### config.mk
export PLATFORM = sky130hd
export DESIGN_NAME = cnn_engine
export DESIGN_NICKNAME = d
export VERILOG_FILES = /design/src/verilog/cnn_cfg_pkg.sv /design/src/verilog/cnn_bus_pkg.sv /design/src/verilog/cnn_engine.sv /design/src/verilog/layer_sequencer.sv /design/src/verilog/mac_lane.sv /design/src/verilog/result_collector.sv /design/src/verilog/sample_feeder.sv
export SDC_FILE = /design/constraint.sdc
export NUM_CORES = 2
export LEC_CHECK = 0
export ABC_AREA = 1
export BUFFER_PORTS_ARGS = -buffer_cell sky130_fd_sc_hd__buf_2
export CORE_ASPECT_RATIO = 0.6
export CORE_MARGIN = 2
export CORE_UTILIZATION = 50
export CTS_CLUSTER_SIZE = 28
export DETAILED_ROUTE_END_ITERATION = 8
export GPL_ROUTABILITY_DRIVEN = 0
export PLACE_DENSITY_LB_ADDON = 0.1
export SYNTH_ARGS = -nofsm -noshare
export SYNTH_HDL_FRONTEND = slang
export SYNTH_HIERARCHICAL = 1
export SYNTH_SLANG_ARGS = --single-unit
### constraint.sdc
create_clock -name clk -period 14.21 [get_ports clk]
set_clock_uncertainty 0.1 [all_clocks]
set_input_delay 2.842 -clock clk [delete_from_list [all_inputs] [get_ports clk]]
set_output_delay 2.842 -clock clk [all_outputs]
set_load 0.02 [all_outputs]
### src/verilog/cnn_cfg_pkg.sv
`default_nettype none

package cnn_cfg_pkg;

	////////////////////
	// engine sizes
	////////////////////

	localparam int lanes      = 4;  // parallel MAC lanes
	localparam int lane_w     = 2;  // lane select width
	localparam int data_w     = 8;  // signed samples and weights
	localparam int acc_w      = 20; // accumulator and result width

	localparam int fm_depth   = 16; // feature buffer entries
	localparam int fm_addr_w  = 4;

	localparam int bank_depth = 16; // weights per layer bank
	localparam int wt_depth   = 48; // three banks per lane
	localparam int wt_addr_w  = 6;

	localparam int layer_count = 3;
	localparam int layer_w     = 2; // also the bank select width

	////////////////////
	// layer descriptors
	////////////////////

	typedef enum logic [1:0] {
		op_mac_relu = 2'd0, // sum of products, negatives clamped
		op_mac      = 2'd1, // plain sum, fc stand-in
		op_max      = 2'd2  // max of products, pool stand-in
	} layer_op_t;

	typedef struct packed {
		layer_op_t              op;
		logic [fm_addr_w-1:0]   taps_m1; // tap count minus one
		logic [layer_w-1:0]     bank;    // weight bank in each lane
	} layer_cfg_t;

	// fixed network structure, indexed by layer_num
	localparam layer_cfg_t layer_table [layer_count] = '{
		'{op: op_mac_relu, taps_m1: 4'd8,  bank: 2'd0}, // 9-tap conv + relu
		'{op: op_mac,      taps_m1: 4'd15, bank: 2'd1}, // 16-tap fc
		'{op: op_max,      taps_m1: 4'd8,  bank: 2'd2}  // 9-tap max
	};

endpackage

`default_nettype wire

### src/verilog/cnn_bus_pkg.sv
`default_nettype none

package cnn_bus_pkg;

	// sequencer FSM
	typedef enum logic [1:0] {
		seq_idle = 2'd0,
		seq_go   = 2'd1, // one cycle, issues layer_go
		seq_wait = 2'd2, // layer running
		seq_done = 2'd3  // done pulse
	} seq_state_t;

	////////////////////
	// write ports
	////////////////////

	typedef struct packed {
		logic                                 we;
		logic [cnn_cfg_pkg::fm_addr_w-1:0]    addr;
		logic signed [cnn_cfg_pkg::data_w-1:0] data;
	} fm_write_t;

	typedef struct packed {
		logic                                  we;
		logic [cnn_cfg_pkg::lane_w-1:0]        lane; // target lane
		logic [cnn_cfg_pkg::wt_addr_w-1:0]     addr;
		logic signed [cnn_cfg_pkg::data_w-1:0] data;
	} wt_write_t;

	////////////////////
	// datapath streams
	////////////////////

	typedef struct packed {
		logic                                  valid;
		logic                                  first; // tap 0
		logic                                  last;  // final tap of the layer
		logic [cnn_cfg_pkg::fm_addr_w-1:0]     tap;
		logic signed [cnn_cfg_pkg::data_w-1:0] data;
	} sample_t;

	typedef struct packed {
		logic                                 valid;
		logic signed [cnn_cfg_pkg::acc_w-1:0] value;
	} lane_result_t;

	typedef struct packed {
		logic                                 valid;
		logic [cnn_cfg_pkg::layer_w-1:0]      layer;
		logic [cnn_cfg_pkg::lane_w-1:0]       lane;
		logic signed [cnn_cfg_pkg::acc_w-1:0] value;
	} result_t;

endpackage

`default_nettype wire

### src/verilog/cnn_engine.sv
`default_nettype none

// top, sequencer + feeder + lanes + collector
module cnn_engine (
	input  wire                         clk,
	input  wire                         reset,
	input  wire                         start, // ignored while busy
	input  wire cnn_bus_pkg::fm_write_t fm_wr,
	input  wire cnn_bus_pkg::wt_write_t wt_wr, // broadcast, lane field selects
	output wire cnn_bus_pkg::result_t   res,
	output wire                         busy,
	output wire                         done
);

	wire                                layer_go;
	wire cnn_cfg_pkg::layer_cfg_t       layer_cfg;
	wire [cnn_cfg_pkg::layer_w-1:0]     layer_num;
	wire                                layer_ready;
	wire cnn_bus_pkg::sample_t          sample;    // broadcast to all lanes
	wire cnn_bus_pkg::lane_result_t     lane_res [cnn_cfg_pkg::lanes];

	////////////////////
	// control
	////////////////////

	layer_sequencer i_layer_sequencer (
		.clk         (clk),
		.reset       (reset),
		.start       (start),
		.layer_ready (layer_ready),
		.layer_go    (layer_go),
		.layer_cfg   (layer_cfg),
		.layer_num   (layer_num),
		.busy        (busy),
		.done        (done)
	);

	////////////////////
	// datapath
	////////////////////

	sample_feeder i_sample_feeder (
		.clk       (clk),
		.reset     (reset),
		.fm_wr     (fm_wr),
		.layer_go  (layer_go),
		.layer_cfg (layer_cfg),
		.sample    (sample)
	);

	for (genvar g = 0; g < cnn_cfg_pkg::lanes; g++) begin : g_lane
		mac_lane #(
			.lane_index (g)
		) i_mac_lane (
			.clk       (clk),
			.reset     (reset),
			.wt_wr     (wt_wr),
			.layer_cfg (layer_cfg),
			.sample    (sample),
			.lane_res  (lane_res[g])
		);
	end

	result_collector i_result_collector (
		.clk         (clk),
		.reset       (reset),
		.lane_res    (lane_res),
		.layer_num   (layer_num),
		.res         (res),
		.layer_ready (layer_ready) // back to the sequencer
	);

endmodule

`default_nettype wire

### src/verilog/layer_sequencer.sv
`default_nettype none

// walks the fixed layer table, one go pulse per layer
module layer_sequencer (
	input  wire                              clk,
	input  wire                              reset,
	input  wire                              start,       // single-cycle pulse
	input  wire                              layer_ready, // collector drained the layer
	output logic                             layer_go,
	output cnn_cfg_pkg::layer_cfg_t          layer_cfg,
	output logic [cnn_cfg_pkg::layer_w-1:0]  layer_num,
	output logic                             busy,
	output logic                             done
);

	cnn_bus_pkg::seq_state_t state;
	logic                    last_layer;

	// final entry of the table reached
	assign last_layer = (layer_num == cnn_cfg_pkg::layer_w'(cnn_cfg_pkg::layer_count - 1));

	////////////////////
	// state and layer count
	////////////////////

	always_ff @(posedge clk) begin
		if (reset) begin
			state     <= cnn_bus_pkg::seq_idle;
			layer_num <= '0;
		end else begin
			case (state)
				cnn_bus_pkg::seq_idle: begin
					if (start) begin // start only counts here
						layer_num <= '0;
						state     <= cnn_bus_pkg::seq_go;
					end
				end
				cnn_bus_pkg::seq_go: begin
					state <= cnn_bus_pkg::seq_wait; // go lasts one cycle
				end
				cnn_bus_pkg::seq_wait: begin
					if (layer_ready) begin
						if (last_layer) begin
							state <= cnn_bus_pkg::seq_done;
						end else begin
							layer_num <= layer_num + 1'b1; // next table entry
							state     <= cnn_bus_pkg::seq_go;
						end
					end
				end
				cnn_bus_pkg::seq_done: begin
					state <= cnn_bus_pkg::seq_idle;
				end
				default: begin
					state <= cnn_bus_pkg::seq_idle;
				end
			endcase
		end
	end

	////////////////////
	// outputs
	////////////////////

	// descriptor follows layer_num, so it stays put from one go to the next
	assign layer_cfg = cnn_cfg_pkg::layer_table[layer_num];

	assign layer_go = (state == cnn_bus_pkg::seq_go);
	assign busy     = (state != cnn_bus_pkg::seq_idle); // high through seq_done
	assign done     = (state == cnn_bus_pkg::seq_done);

endmodule

`default_nettype wire

### src/verilog/mac_lane.sv
`default_nettype none

// one compute lane with its own weight store
module mac_lane #(
	parameter int lane_index = 0
) (
	input  wire                          clk,
	input  wire                          reset,
	input  wire cnn_bus_pkg::wt_write_t  wt_wr,
	input  wire cnn_cfg_pkg::layer_cfg_t layer_cfg,
	input  wire cnn_bus_pkg::sample_t    sample,
	output cnn_bus_pkg::lane_result_t    lane_res
);

	logic signed [cnn_cfg_pkg::data_w-1:0]   wt_mem [cnn_cfg_pkg::wt_depth];
	logic [cnn_cfg_pkg::wt_addr_w-1:0]       rd_addr;
	logic signed [cnn_cfg_pkg::data_w-1:0]   w_q;     // weight for this tap
	logic signed [cnn_cfg_pkg::data_w-1:0]   d_q;     // sample, delayed to match
	logic                                    valid_q;
	logic                                    first_q;
	logic                                    last_q;
	logic signed [2*cnn_cfg_pkg::data_w-1:0] prod;
	logic signed [cnn_cfg_pkg::acc_w-1:0]    prod_ext;
	logic signed [cnn_cfg_pkg::acc_w-1:0]    acc;
	logic signed [cnn_cfg_pkg::acc_w-1:0]    acc_next;
	logic                                    out_valid;
	logic signed [cnn_cfg_pkg::acc_w-1:0]    out_value;

	// only writes aimed at this lane
	always_ff @(posedge clk) begin
		if (wt_wr.we && (wt_wr.lane == cnn_cfg_pkg::lane_w'(lane_index)))
			wt_mem[wt_wr.addr] <= wt_wr.data;
	end

	// bank base plus tap
	assign rd_addr = cnn_cfg_pkg::wt_addr_w'(layer_cfg.bank)
		* cnn_cfg_pkg::wt_addr_w'(cnn_cfg_pkg::bank_depth)
		+ cnn_cfg_pkg::wt_addr_w'(sample.tap);

	////////////////////
	// stage 1, weight read
	////////////////////

	always_ff @(posedge clk) begin
		if (reset)
			valid_q <= 1'b0;
		else
			valid_q <= sample.valid;
	end

	always_ff @(posedge clk) begin
		w_q     <= wt_mem[rd_addr];
		d_q     <= sample.data;
		first_q <= sample.first;
		last_q  <= sample.last;
	end

	////////////////////
	// stage 2, accumulate
	////////////////////

	assign prod     = d_q * w_q;
	assign prod_ext = prod; // sign extends

	always_comb begin
		if (first_q)
			acc_next = prod_ext; // seeds sum and max alike
		else if (layer_cfg.op == cnn_cfg_pkg::op_max)
			acc_next = (prod_ext > acc) ? prod_ext : acc;
		else
			acc_next = acc + prod_ext;
	end

	always_ff @(posedge clk) begin
		if (valid_q)
			acc <= acc_next;
		if (valid_q && last_q) begin
			if ((layer_cfg.op == cnn_cfg_pkg::op_mac_relu) && acc_next[cnn_cfg_pkg::acc_w-1])
				out_value <= '0; // relu
			else
				out_value <= acc_next;
		end
	end

	always_ff @(posedge clk) begin
		if (reset)
			out_valid <= 1'b0;
		else
			out_valid <= valid_q && last_q;
	end

	assign lane_res = '{valid: out_valid, value: out_value};

endmodule

`default_nettype wire

### src/verilog/result_collector.sv
`default_nettype none

// serializes the lane results, one per cycle
module result_collector (
	input  wire                             clk,
	input  wire                             reset,
	input  wire cnn_bus_pkg::lane_result_t  lane_res [cnn_cfg_pkg::lanes],
	input  wire [cnn_cfg_pkg::layer_w-1:0]  layer_num,
	output cnn_bus_pkg::result_t            res,
	output logic                            layer_ready
);

	logic signed [cnn_cfg_pkg::acc_w-1:0] hold [cnn_cfg_pkg::lanes]; // latched lane values
	logic                                 sending;
	logic [cnn_cfg_pkg::lane_w-1:0]       idx;     // lane being emitted
	logic                                 res_valid;
	logic [cnn_cfg_pkg::layer_w-1:0]      res_layer;
	logic [cnn_cfg_pkg::lane_w-1:0]       res_lane;
	logic signed [cnn_cfg_pkg::acc_w-1:0] res_value;

	////////////////////
	// drain control
	////////////////////

	always_ff @(posedge clk) begin
		if (reset) begin
			sending     <= 1'b0;
			idx         <= '0;
			res_valid   <= 1'b0;
			layer_ready <= 1'b0;
		end else begin
			res_valid <= sending;
			// one cycle behind the lane 3 strobe
			layer_ready <= res_valid
				&& (res_lane == cnn_cfg_pkg::lane_w'(cnn_cfg_pkg::lanes - 1));
			if (lane_res[0].valid) begin // all lanes strobe together
				sending <= 1'b1;
				idx     <= '0;
			end else if (sending) begin
				if (idx == cnn_cfg_pkg::lane_w'(cnn_cfg_pkg::lanes - 1))
					sending <= 1'b0;
				idx <= idx + 1'b1;
			end
		end
	end

	// payload
	always_ff @(posedge clk) begin
		if (lane_res[0].valid) begin
			for (int i = 0; i < cnn_cfg_pkg::lanes; i++)
				hold[i] <= lane_res[i].value;
		end
		res_layer <= layer_num; // still current layer here
		res_lane  <= idx;
		res_value <= hold[idx];
	end

	assign res = '{valid: res_valid, layer: res_layer, lane: res_lane, value: res_value};

endmodule

`default_nettype wire

### src/verilog/sample_feeder.sv
`default_nettype none

// feature buffer plus tap streamer
module sample_feeder (
	input  wire                        clk,
	input  wire                        reset,
	input  wire cnn_bus_pkg::fm_write_t fm_wr,
	input  wire                        layer_go,
	input  wire cnn_cfg_pkg::layer_cfg_t layer_cfg,
	output cnn_bus_pkg::sample_t       sample
);

	logic signed [cnn_cfg_pkg::data_w-1:0] fm_mem [cnn_cfg_pkg::fm_depth];

	logic                                  running;  // taps still to issue
	logic [cnn_cfg_pkg::fm_addr_w-1:0]     tap;      // also the read address
	logic                                  smp_valid;
	logic                                  smp_first;
	logic                                  smp_last;
	logic [cnn_cfg_pkg::fm_addr_w-1:0]     smp_tap;
	logic signed [cnn_cfg_pkg::data_w-1:0] smp_data;

	// host write port, open at any time
	always_ff @(posedge clk) begin
		if (fm_wr.we)
			fm_mem[fm_wr.addr] <= fm_wr.data;
	end

	////////////////////
	// tap counter
	////////////////////

	always_ff @(posedge clk) begin
		if (reset) begin
			running   <= 1'b0;
			tap       <= '0;
			smp_valid <= 1'b0;
		end else begin
			smp_valid <= running;
			if (layer_go) begin
				running <= 1'b1;
				tap     <= '0; // every layer starts at entry 0
			end else if (running) begin
				if (tap == layer_cfg.taps_m1)
					running <= 1'b0;
				else
					tap <= tap + 1'b1;
			end
		end
	end

	// registered read, lands with the flags
	always_ff @(posedge clk) begin
		smp_data  <= fm_mem[tap];
		smp_tap   <= tap;
		smp_first <= (tap == '0);
		smp_last  <= (tap == layer_cfg.taps_m1);
	end

	assign sample = '{valid: smp_valid, first: smp_first, last: smp_last,
		tap: smp_tap, data: smp_data};

endmodule

`default_nettype wire
==> metrics.txt <==
R2R Path End=g_lane[0].i_mac_lane/out_value[13]; crit path to=g_lane[0].i_mac_lane/out_value[13]; Clk Latency, worst-skew pair=0.86 ns; DR vias=68,450; min Tclk post-route=7.310 ns; critical path's most frequent cell=nand2_1; crit path max-delay cell type=fa_1; grt total ovfl=0; Avg WL per Cell=21.79 um; most frequent cells in the layout=edfxtp_1 (1,904), nor2_1 (1,511), nand2_1 (1,219), inv_1 (1,212), o21ai_0 (1,107); Setup-failing EPs final=0; status=completed; Max-Slew Margin vs Limit=0.1576; largest net degree at the start of global routing=130; Fmax=0.1368 GHz; Worst EP arrival=7.78 ns; Mapped Avg Cell Area=10.44 um2; Mapped Cells=9,507; I/O pin cnt=60; postcts setup bufs=0; Total GRT Usage=0.2604; Post-CTS Hold Buffers=0; slowest cell delay on critical path=0.58 ns; Worst R2R Setup Slack=6.90 ns; Worst setup EP type=flop; first-pass GRT wire length=402,200 um; via density per instance=5.643; final antenna-violating net count=0; Std-Cell Rows=126; syn nets=10,040; worst slew pin tran=1.262 ns; HP Class=reg -> reg; Synth Cell Area=99,220 um2; final-report hold violation count=0; Worst setup SP type=flop; Core ar.=196,900 um2; post-CTS sizing=0; clk sink count=2,034; post-detail-place hpwl=169,200 um; share of cells above drive strength 1=0.05779; CP Class=reg -> reg; commonest non-fill, non-tap cell in the layout=edfxtp_1; cts bufs inserted=193; fin. max-slew vios=0; CTS root buf=clkbuf_16; antenna violations before repair=13; detailed-router iteration count before antenna repair=8; Initial Utilization=0.5039; DIE WIDTH=579.1 um; Worst-path clk slew=0.06 ns; Tcrit/Tclk final=0.5144; Nets=9,888; Reg2Reg Depth=33; synth warn=6; Area Overhead vs Synth=8.124%; vias in the first global route=64,420; crit path from=g_lane[0].i_mac_lane/w_q[2]; setup tns final=0 ns; # DRC=0; worst r2r src=g_lane[0].i_mac_lane/w_q[2]; Max-cap violations=0; IO Port Bufs=59; CTS tree=done; chip height=349.1 um; unrepaired setup endpoints after global routing=false; crit-path max FO=35; DIE AREA=202,100 um2; Post-Route WL=264,300 um; Req. time, crit path=14.68 ns; detailed router's first-iteration violation count=7,789; clk buf depth=4; H-tree levels=4
## per-stage QoR
step	std cells	hold WS [ns]	cell area (um2)	utilization	setup slack [ns]
after floorplan	9507	0.2497	99220	-	8.138
after global placement	11780	0.3013	101300	0.5145	7.042
after detailed placement	11780	0.3057	101300	0.5145	6.980
after CTS	12120	0.2990	107300	0.5447	6.951
after global routing	12130	0.3100	107300	0.5448	6.370
final	12130	0.3002	107300	0.5448	6.900
## state kept, by name, summed over array words and instances, names as in the netlist, 4 cells and up
signal,cells
g_lane.i_mac_lane/wt_mem,1536
i_sample_feeder/fm_mem,128
g_lane.i_mac_lane/acc,80
g_lane.i_mac_lane/out_value,80
i_result_collector/hold,80
g_lane.i_mac_lane/d_q,32
g_lane.i_mac_lane/w_q,32
i_result_collector/res_value,20
i_sample_feeder/smp_data,8
g_lane.i_mac_lane/first_q,4
g_lane.i_mac_lane/last_q,4
g_lane.i_mac_lane/valid_q,4
i_sample_feeder/smp_tap,4
i_sample_feeder/tap,4
## per-layer routing
metal	up-vias	share of wire	wire, um	global-route usage
li1	32010	-	-	-
met1	33460	0.48	127400	0.4249
met2	2690	0.40	106100	0.3540
met3	287	0.10	26660	0.05556
met4	2	0.015	4089	0.04643
met5	-	0.000049	13	0
## cell type report
class,count,area (um2)
multi-input cells,5758,32680
well taps,2624,3283
flip-flops and latches,2034,59800
inverters,1239,4671
clock inverters,90,757.0
clock buffers,252,5196
fillers,16990,89630
diodes,5,12.51
repair buffers,127,880.8
## how the worst min path moves through the flow
| stage | cells past startpoint | slack [ns] | start | end |
|---|---|---|---|---|
| after floorplan | 0 | 0.25 | i_sample_feeder/tap[1] | i_sample_feeder/smp_tap[1] |
| after global placement | 0 | 0.30 | g_lane[1].i_mac_lane/out_value[12] | i_result_collector/hold[1][12] |
| after detailed placement | 0 | 0.31 | g_lane[1].i_mac_lane/out_value[11] | i_result_collector/hold[1][11] |
| after CTS | 0 | 0.30 | g_lane[1].i_mac_lane/out_value[17] | i_result_collector/hold[1][17] |
| after global routing | 0 | 0.31 | g_lane[1].i_mac_lane/out_value[17] | i_result_collector/hold[1][17] |
| final | 0 | 0.30 | g_lane[1].i_mac_lane/out_value[17] | i_result_collector/hold[1][17] |
## critical path: cells and delay by family, from the launching register on
family | cells | cell delay, ns
fa+ha+maj | 6 | 3.02
simple gates | 18 | 2.69
buf+inv | 7 | 0.50
flops | 1 | 0.42
compound gates | 2 | 0.26
Power is not shown: default switching activity piles up to over one toggle a cycle in this logic, so the estimate is an artifact.
